## config.mk

```make
export PLATFORM = sky130hd
export DESIGN_NAME = replay_writer_top
export DESIGN_NICKNAME = d
export VERILOG_FILES = /design/src/hdl/replay_pkg.sv /design/src/hdl/mem_write_ctrl.sv /design/src/hdl/mem_write_port.sv /design/src/hdl/queue_ptr_bank.sv /design/src/hdl/replay_writer_top.sv /design/src/hdl/word_fifo.sv
export VERILOG_INCLUDE_DIRS = /design/src /design/src/hdl
export SDC_FILE = /design/constraint.sdc
export NUM_CORES = 2
export LEC_CHECK = 0
export ABC_AREA = 1
export BUFFER_PORTS_ARGS = -buffer_cell sky130_fd_sc_hd__buf_4
export CORE_UTILIZATION = 50
export CTS_CLUSTER_SIZE = 16
export DETAILED_ROUTE_END_ITERATION = 12
export PLACE_DENSITY_LB_ADDON = 0.25
export SLEW_MARGIN = 5
export SYNTH_ARGS = -nofsm -noshare
export SYNTH_HDL_FRONTEND = slang
export SYNTH_SLANG_ARGS = --single-unit
```

## constraint.sdc

```tcl
create_clock -name clk -period 7.4 [get_ports clk]
set_input_delay 0.37 -clock clk [delete_from_list [all_inputs] [get_ports clk]]
set_output_delay 0.37 -clock clk [all_outputs]
set_load 0.02 [all_outputs]
```

## src/hdl/replay_config.svh

```systemverilog
// ##########################################################################
// Size settings for the replay write engine
// Queue count and id width, word and pointer widths,
// admission margin, input FIFO depth and tail publish delay
// ##########################################################################

`ifndef REPLAY_CONFIG_SVH
`define REPLAY_CONFIG_SVH

// Queues and their id width
`define RW_NUM_QUEUES 4
`define RW_QID_BITS 2

// Capture word width, written to memory as two halves
`define RW_DATA_BITS 144

// Per-queue word pointer, 256 words per region
`define RW_PTR_BITS 8

// Words that must stay free for a packet to be admitted
`define RW_ROOM_MARGIN 16

`define RW_FIFO_DEPTH 16
`define RW_TAIL_DELAY 4

`endif

```

## src/hdl/replay_pkg.sv

```systemverilog
// ##########################################################################
// Shared types of the replay write engine
// Queue id, capture word, memory half word, pointer,
// memory address and per-queue pointer vector
// ##########################################################################

`default_nettype none

`include "replay_config.svh"

package replay_pkg;

  typedef logic [`RW_QID_BITS-1:0] qid_t;

  typedef logic [`RW_DATA_BITS-1:0] word_t;

  // One memory beat carries half of a capture word
  typedef logic [`RW_DATA_BITS/2-1:0] half_t;

  typedef logic [`RW_PTR_BITS-1:0] ptr_t;

  // Queue id selects the region, pointer selects the word inside it
  typedef logic [`RW_QID_BITS+`RW_PTR_BITS-1:0] mem_addr_t;

  // Head and tail pointers of all queues
  typedef ptr_t [`RW_NUM_QUEUES-1:0] ptr_vec_t;

endpackage

`default_nettype wire

```

## src/hdl/mem_write_ctrl.sv

```systemverilog
// ##########################################################################
// Packet admission controller
// IDLE/WRITE/DROP state machine, one room check per packet,
// pops the input FIFO and issues memory writes
// ##########################################################################

`default_nettype none

module mem_write_ctrl (
  input  logic               clk,
  input  logic               rst,
  input  logic               fifo_empty,
  input  replay_pkg::qid_t   fifo_qid,
  input  replay_pkg::word_t  fifo_data,
  output logic               fifo_pop,
  input  logic               has_room,
  output logic               ptr_adv,
  output replay_pkg::qid_t   cur_qid,
  input  logic               mem_wr_full,
  input  logic               mem_ready,
  output logic               wr_en,
  output replay_pkg::word_t  wr_data
);

  typedef enum logic [1:0] {
    IDLE,
    WRITE,
    DROP
  } state_t;

  state_t           state;
  state_t           state_next;
  replay_pkg::qid_t pkt_qid;
  replay_pkg::qid_t pkt_qid_next;
  logic             same_pkt;
  logic             mem_ok;

  // In IDLE the room check looks at the waiting packet
  assign cur_qid  = (state == IDLE) ? fifo_qid : pkt_qid;
  assign same_pkt = (fifo_qid == pkt_qid);
  assign mem_ok   = !mem_wr_full && mem_ready;
  assign wr_data  = fifo_data;

  always_comb begin
    state_next   = state;
    pkt_qid_next = pkt_qid;
    fifo_pop     = 1'b0;
    wr_en        = 1'b0;
    ptr_adv      = 1'b0;
    unique case (state)
      IDLE: begin
        if (!fifo_empty) begin
          pkt_qid_next = fifo_qid;
          state_next   = has_room ? WRITE : DROP;
        end
      end
      WRITE: begin
        if (!fifo_empty) begin
          if (!same_pkt) begin
            state_next = IDLE;
          end else if (mem_ok) begin
            fifo_pop = 1'b1;
            wr_en    = 1'b1;
            ptr_adv  = 1'b1;
          end
        end
      end
      DROP: begin
        // Discard at full rate, memory state does not matter
        if (!fifo_empty) begin
          if (!same_pkt) state_next = IDLE;
          else fifo_pop = 1'b1;
        end
      end
      default: state_next = IDLE;
    endcase
  end

  always_ff @(posedge clk) begin
    if (rst) begin
      state   <= IDLE;
      pkt_qid <= '0;
    end else begin
      state   <= state_next;
      pkt_qid <= pkt_qid_next;
    end
  end

endmodule

`default_nettype wire

```

## src/hdl/mem_write_port.sv

```systemverilog
// ##########################################################################
// Registered memory write port
// Active-low write strobe, region address from queue id
// and pointer, word split into low and high halves
// ##########################################################################

`default_nettype none

module mem_write_port (
  input  logic                   clk,
  input  logic                   rst,
  input  logic                   wr_en,
  input  replay_pkg::qid_t       wr_qid,
  input  replay_pkg::ptr_t       wr_ptr,
  input  replay_pkg::word_t      wr_data,
  output logic                   mem_wr_n,
  output replay_pkg::mem_addr_t  mem_addr,
  output replay_pkg::half_t      mem_dl,
  output replay_pkg::half_t      mem_dh
);

  localparam int HALF = $bits(replay_pkg::half_t);

  // One strobe cycle per accepted word
  always_ff @(posedge clk) begin
    if (rst) begin
      mem_wr_n <= 1'b1;
    end else begin
      mem_wr_n <= !wr_en;
    end
  end

  // Address and data only change with a write
  always_ff @(posedge clk) begin
    if (wr_en) begin
      mem_addr <= {wr_qid, wr_ptr};
      mem_dl   <= wr_data[HALF-1:0];
      mem_dh   <= wr_data[2*HALF-1:HALF];
    end
  end

endmodule

`default_nettype wire

```

## src/hdl/queue_ptr_bank.sv

```systemverilog
// ##########################################################################
// Per-queue tail pointer bank
// Live tails with single step advance, room check against
// the reader's head pointers, delayed tail publication
// ##########################################################################

`default_nettype none

`include "replay_config.svh"

module queue_ptr_bank (
  input  logic                  clk,
  input  logic                  rst,
  input  replay_pkg::qid_t      room_qid,
  output logic                  has_room,
  input  logic                  adv,
  input  replay_pkg::qid_t      adv_qid,
  output replay_pkg::ptr_t      cur_ptr,
  input  replay_pkg::ptr_vec_t  head_ptr,
  output replay_pkg::ptr_vec_t  tail_ptr
);

  // Occupancy must stay below region size minus margin
  localparam int unsigned ROOM_LIMIT = (1 << `RW_PTR_BITS) - `RW_ROOM_MARGIN;

  replay_pkg::ptr_vec_t live_tail;
  replay_pkg::ptr_vec_t tail_line [`RW_TAIL_DELAY];
  replay_pkg::ptr_t     used;

  // Modulo difference handles a wrapped tail
  assign used     = live_tail[room_qid] - head_ptr[room_qid];
  assign has_room = 32'(used) < ROOM_LIMIT;

  // Value before the advance, this is the word being written
  assign cur_ptr = live_tail[adv_qid];

  assign tail_ptr = tail_line[`RW_TAIL_DELAY-1];

  always_ff @(posedge clk) begin
    if (rst) begin
      live_tail <= '0;
    end else if (adv) begin
      live_tail[adv_qid] <= live_tail[adv_qid] + 1'b1;
    end
  end

  // Publication lags the live tail to cover the memory write latency
  always_ff @(posedge clk) begin
    if (rst) begin
      for (int i = 0; i < `RW_TAIL_DELAY; i++) begin
        tail_line[i] <= '0;
      end
    end else begin
      tail_line[0] <= live_tail;
      for (int i = 1; i < `RW_TAIL_DELAY; i++) begin
        tail_line[i] <= tail_line[i-1];
      end
    end
  end

endmodule

`default_nettype wire

```

## src/hdl/replay_writer_top.sv

```systemverilog
// ##########################################################################
// Replay write engine top level
// Input FIFO, admission controller, tail pointer bank
// and memory write port
// ##########################################################################

`default_nettype none

module replay_writer_top (
  input  logic                   clk,
  input  logic                   rst,
  input  logic                   in_valid,
  input  replay_pkg::qid_t       in_qid,
  input  replay_pkg::word_t      in_data,
  output logic                   in_full,
  input  replay_pkg::ptr_vec_t   head_ptr,
  output replay_pkg::ptr_vec_t   tail_ptr,
  input  logic                   mem_wr_full,
  input  logic                   mem_ready,
  output logic                   mem_wr_n,
  output replay_pkg::mem_addr_t  mem_addr,
  output replay_pkg::half_t      mem_dl,
  output replay_pkg::half_t      mem_dh
);

  replay_pkg::qid_t  fifo_qid;
  replay_pkg::word_t fifo_data;
  logic              fifo_empty;
  logic              fifo_pop;
  logic              has_room;
  logic              ptr_adv;
  replay_pkg::qid_t  cur_qid;
  replay_pkg::ptr_t  cur_ptr;
  logic              wr_en;
  replay_pkg::word_t wr_data;

  word_fifo u_fifo (
    .clk       (clk),
    .rst       (rst),
    .push      (in_valid),
    .push_qid  (in_qid),
    .push_data (in_data),
    .full      (in_full),
    .pop       (fifo_pop),
    .head_qid  (fifo_qid),
    .head_data (fifo_data),
    .empty     (fifo_empty)
  );

  mem_write_ctrl u_ctrl (
    .clk         (clk),
    .rst         (rst),
    .fifo_empty  (fifo_empty),
    .fifo_qid    (fifo_qid),
    .fifo_data   (fifo_data),
    .fifo_pop    (fifo_pop),
    .has_room    (has_room),
    .ptr_adv     (ptr_adv),
    .cur_qid     (cur_qid),
    .mem_wr_full (mem_wr_full),
    .mem_ready   (mem_ready),
    .wr_en       (wr_en),
    .wr_data     (wr_data)
  );

  // Same queue id drives the room check and the advance
  queue_ptr_bank u_ptrs (
    .clk      (clk),
    .rst      (rst),
    .room_qid (cur_qid),
    .has_room (has_room),
    .adv      (ptr_adv),
    .adv_qid  (cur_qid),
    .cur_ptr  (cur_ptr),
    .head_ptr (head_ptr),
    .tail_ptr (tail_ptr)
  );

  mem_write_port u_port (
    .clk      (clk),
    .rst      (rst),
    .wr_en    (wr_en),
    .wr_qid   (cur_qid),
    .wr_ptr   (cur_ptr),
    .wr_data  (wr_data),
    .mem_wr_n (mem_wr_n),
    .mem_addr (mem_addr),
    .mem_dl   (mem_dl),
    .mem_dh   (mem_dh)
  );

endmodule

`default_nettype wire

```

## src/hdl/word_fifo.sv

```systemverilog
// ##########################################################################
// Input FIFO of the replay write engine
// Holds a capture word and its queue id per entry,
// head entry is shown unregistered for the controller
// ##########################################################################

`default_nettype none

`include "replay_config.svh"

module word_fifo (
  input  logic                clk,
  input  logic                rst,
  input  logic                push,
  input  replay_pkg::qid_t    push_qid,
  input  replay_pkg::word_t   push_data,
  output logic                full,
  input  logic                pop,
  output replay_pkg::qid_t    head_qid,
  output replay_pkg::word_t   head_data,
  output logic                empty
);

  localparam int AW = $clog2(`RW_FIFO_DEPTH);

  replay_pkg::qid_t  qid_mem  [`RW_FIFO_DEPTH];
  replay_pkg::word_t data_mem [`RW_FIFO_DEPTH];

  logic [AW-1:0] rd_idx;
  logic [AW-1:0] wr_idx;
  logic [AW:0]   count;
  logic          do_push;
  logic          do_pop;

  // Strobes at the wrong moment are ignored
  assign do_push = push && !full;
  assign do_pop  = pop && !empty;

  assign full  = (count == (AW+1)'(`RW_FIFO_DEPTH));
  assign empty = (count == '0);

  assign head_qid  = qid_mem[rd_idx];
  assign head_data = data_mem[rd_idx];

  always_ff @(posedge clk) begin
    if (do_push) begin
      qid_mem[wr_idx]  <= push_qid;
      data_mem[wr_idx] <= push_data;
    end
  end

  // Depth is a power of two so the indexes wrap on their own
  always_ff @(posedge clk) begin
    if (rst) begin
      rd_idx <= '0;
      wr_idx <= '0;
      count  <= '0;
    end else begin
      if (do_push) wr_idx <= wr_idx + 1'b1;
      if (do_pop) rd_idx <= rd_idx + 1'b1;
      if (do_push && !do_pop) count <= count + 1'b1;
      else if (do_pop && !do_push) count <= count - 1'b1;
    end
  end

endmodule

`default_nettype wire

```

==> impl_metrics.prom <==
# TYPE chip_impl_metric gauge
chip_impl_metric{name="layout.area.seq",unit="µm²"} 78400
chip_impl_info{name="timing.critical_path.cells",value="buf_12, buf_4, buf_4, a21oi_1, a221oi_1, o21ai_0, nand2_1"} 1
chip_impl_metric{name="yosys_warning_count",unit=""} 0
chip_impl_metric{name="netlist_area",unit="µm²"} 101000
chip_impl_metric{name="worst_path_largest_cell_delay",unit="ps"} 1040
chip_impl_metric{name="synthArstFlopShare",unit=""} 0
chip_impl_metric{name="seq_area_frac_synth",unit=""} 0.780
chip_impl_info{name="clk_tree_root_cell",value="clkbuf_16"} 1
chip_impl_metric{name="total_nets_after_synthesis",unit=""} 7559
chip_impl_metric{name="num_io_pins",unit=""} 371
chip_impl_metric{name="ctsHtreeMaxLevel",unit=""} 5
chip_impl_metric{name="timing.setup.tns",unit="ps"} 0
chip_impl_metric{name="critical_path_buf_inv_count",unit=""} 3
chip_impl_metric{name="drt-pass1-iter-count",unit=""} 6
chip_impl_metric{name="worst-endpoint-required",unit="ps"} 8180
chip_impl_metric{name="power.total",unit="µW"} 31700
chip_impl_metric{name="start_util",unit=""} 0.503
chip_impl_metric{name="power.leakage",unit="µW"} 0.0395
chip_impl_metric{name="max_slew.worst_pin.slew",unit="ps"} 1280
chip_impl_metric{name="dieWidth",unit="µm"} 450
chip_impl_metric{name="syn_avg_cell_area",unit="µm²"} 13.7
chip_impl_metric{name="die-height",unit="µm"} 450
chip_impl_metric{name="synth_cell_types",unit=""} 46
chip_impl_metric{name="post_syn_instances",unit=""} 7356
chip_impl_info{name="critical_path.top_delay_family",value="buffers and inverters"} 1
chip_impl_metric{name="place.port_buffers",unit=""} 370
chip_impl_info{name="timing.hold.worst.class",value="primary input to flip-flop"} 1
chip_impl_metric{name="vias_per_cell",unit=""} 5.93
chip_impl_metric{name="final_antenna_net_count",unit=""} 0
chip_impl_metric{name="p_per_area",unit="nW/µm²"} 273
chip_impl_metric{name="vdd_drop_max",unit="mV"} 0.252
chip_impl_info{name="cp_slowest_cell",value="buf_4"} 1
chip_impl_metric{name="fin_util",unit=""} 0.580
chip_impl_metric{name="placeableCoreArea",unit="µm²"} 200000
chip_impl_metric{name="area.growth.synth_to_final",unit="%"} 15.3
chip_impl_metric{name="detailedPlacementHpwl",unit="µm"} 123000
chip_impl_metric{name="pre_cts_slack",unit="ps"} 3390
chip_impl_metric{name="detail_route.wirelength",unit="µm"} 268000
chip_impl_metric{name="cap_viol_max_count",unit=""} 0
chip_impl_metric{name="clkTransAtPathRegs",unit="ps"} 60
chip_impl_metric{name="filler_instances",unit=""} 15407
chip_impl_metric{name="clock_sinks",unit=""} 2672
chip_impl_metric{name="tritoncts.num_buffers",unit=""} 285
chip_impl_metric{name="grt_use_total",unit=""} 0.258
chip_impl_metric{name="first_global_vias",unit=""} 60113
chip_impl_info{name="timing.critical_path.to_type",value="flip-flop"} 1
chip_impl_info{name="tritoncts",value="built"} 1
chip_impl_metric{name="critPathMaxFanout",unit=""} 186
chip_impl_metric{name="detailedRoute.firstIterationViolations",unit=""} 7090
chip_impl_metric{name="row_count",unit=""} 164
chip_impl_metric{name="synth-edff-count",unit=""} 2490
chip_impl_metric{name="timing_hold_violations_final",unit=""} 0
chip_impl_metric{name="cts_hold_buffers",unit=""} 148
chip_impl_metric{name="finalSetupViolations",unit=""} 0
chip_impl_metric{name="grt_first_pass_wirelength",unit="µm"} 392000
chip_impl_metric{name="cts_resized",unit=""} 0
chip_impl_metric{name="layout_worst_path_cycle_share",unit=""} 0.544
chip_impl_metric{name="post_route_cells_drive_above_1_share",unit=""} 0.108
chip_impl_metric{name="place.gp.congestion",unit=""} 0.823
chip_impl_metric{name="post_cts_buffers",unit=""} 0
chip_impl_metric{name="cts_buffer_depth",unit=""} 4
chip_impl_metric{name="placed_area",unit="µm²"} 106000
chip_impl_metric{name="antenna_violations_before_repair",unit=""} 34
chip_impl_metric{name="timing.slew.headroom",unit=""} 0.144
chip_impl_metric{name="grt.overflow.total",unit=""} 0
chip_impl_metric{name="fmax",unit="MHz"} 248
chip_impl_info{name="critical_path_class",value="flip-flop to flip-flop"} 1
chip_impl_metric{name="clock_skew",unit="ps"} 70.5
chip_impl_metric{name="wl_per_cell",unit="µm"} 25.2
chip_impl_metric{name="final_critical_path_setup_slack",unit="ps"} 3370
chip_impl_info{name="outcome",value="finished, final reports clean"} 1
chip_impl_info{name="ys.flop_type",value="edfxtp_1"} 1
chip_impl_metric{name="grt_max_degree",unit=""} 243
chip_impl_metric{name="multiInputGateArea",unit="µm²"} 19600
chip_impl_metric{name="drc",unit=""} 0
chip_impl_metric{name="number_of_vias_in_the_routed_layout",unit=""} 62998
chip_impl_metric{name="finish.net_count",unit=""} 7971
chip_impl_info{name="setup.worst_path.start_class",value="flip-flop"} 1
chip_impl_info{name="grt_setup_unrepaired",value="no"} 1
chip_impl_info{name="critical_path.most_common_cell",value="buf_4"} 1
chip_impl_metric{name="ys_ff_latch",unit=""} 2672
chip_impl_metric{name="clk-insertion-delay-late",unit="ps"} 940
chip_impl_info{name="layout.cells.most_common",value="edfxtp_1"} 1
chip_impl_info{name="layout_common_cells",value="2,490 x edfxtp_1, 1,141 x nand2_1, 751 x o21ai_0"} 1
chip_impl_metric{name="die_area",unit="µm²"} 203000
chip_impl_metric{name="finish.instance_area",unit="µm²"} 116000
chip_impl_metric{name="slew_viol_final",unit=""} 0
chip_impl_metric{name="period_needed",unit="ps"} 4030
chip_impl_metric{name="worst_ep_arrival_time",unit="ps"} 4810
logic make-up (layout without fill, tap and decap cells):
| family | Yosys count | count (layout) | synth area share |
|---|---|---|---|
| AO/OA/AOI/OAI | 1547 | 1547 | 0.0910 |
| XOR/XNOR | 7 | 7 | 0.000685 |
| adder cells (fa/ha/maj) | 20 | 20 | 0.00256 |
| buffers and inverters | 689 | 1291 | 0.0261 |
| flip-flops | 2672 | 2672 | 0.780 |
| other | 0 | 11 | 0 |
| AND/OR/NAND/NOR | 2421 | 2421 | 0.0996 |
worst min-delay path: stages:
cell and delay, ps:
buf_4 100, nand2_1 60, nand3_1 80, nand2_1 110, inv_1 70, nand2_1 50, nand2_1 50, nor2_1 40
nand3_1 60, a21oi_1 60
stage by stage:
stage / hold WS [ps] / instances
global placement: 392 / 9988
finish: 204 / 10625
floorplan: 388 / 7356
detailed placement: 394 / 9989
global route: 266 / 10620
CTS: 170 / 10614
synthesized netlist by cell type, types with 2 or more instances:
cell,count,area share
dfxtp_1,182,0.036
o21ai_1,8,0.00040
inv_1,209,0.0078
xor2_1,3,0.00026
a211oi_1,2,0.00015
a221oi_1,139,0.012
nor3_1,4,0.00020
nand2_2,8,0.00050
nor2_2,2,0.00012
nand2_4,5,0.00056
nand3b_1,3,0.00022
nand4_1,151,0.0094
ha_1,19,0.0024
o221ai_1,154,0.013
buf_6,4,0.00045
nor2_1,757,0.028
o211ai_1,6,0.00045
o21ai_0,751,0.037
inv_2,9,0.00034
o21bai_1,2,0.00015
nand3_1,342,0.017
buf_1,17,0.00063
clkbuf_1,446,0.017
xnor2_1,3,0.00026
o22a_1,5,0.00044
o2111ai_2,2,0.00030
edfxtp_1,2490,0.74
nand2_1,1142,0.043
o22ai_1,142,0.0088
nand3_2,4,0.00040
a21oi_1,330,0.016
state kept, by name (all words and copies together) (netlist names), named ones only:
register          cells
u_ctrl.pkt_qid        2
u_ctrl.state          2
u_fifo.count          5
u_fifo.data_mem    2304
u_fifo.qid_mem       32
u_fifo.rd_idx         4
u_fifo.wr_idx         4
u_port.mem_addr      10
u_port.mem_dh        72
u_port.mem_dl        72
u_port.mem_wr_n       1
u_ptrs.live_tail     32
u_ptrs.tail_line    128
final cells by class:
class	count	share of cell area
clock buffers	364	0.0654
diodes	11	0.000238
inverters	220	0.00758
multi-input cells	3995	0.169
clock inverters	113	0.00750
flip-flops and latches	2672	0.677
repair buffers	594	0.0445
well taps	2656	0.0287
layer usage:
layer	vias up	wire length (µm)	GRT usage
met4	30	7380	0.0811
li1	28032	-	-
met1	31695	112000	0.365
met5	-	184	0
met3	483	19900	0.0370
met2	2758	128000	0.415
final timing paths:
check,from,endpoint,slack [ps],cells after the start
setup / recovery,u_fifo.rd_idx[0]$_SDFFE_PP0P_,u_port.mem_dl[69]$_DFFE_PP_,3370,7
hold / removal,head_ptr[7],u_ctrl.state[1]$_SDFFE_PP0P_,200,10
setup reg to reg,u_fifo.rd_idx[0]$_SDFFE_PP0P_,u_port.mem_dl[69]$_DFFE_PP_,3370,7
hold reg to reg,u_ptrs.tail_line[0][21]$_SDFF_PP0_,u_ptrs.tail_line[1][21]$_SDFF_PP0_,390,2
where the power goes:
part	switching, µW	internal [µW]
clock network	5530	7640
registers	84.3	16800
logic	1130	470
total	6750	24900
No activity file was read; power rests on OpenSTA's default activity.
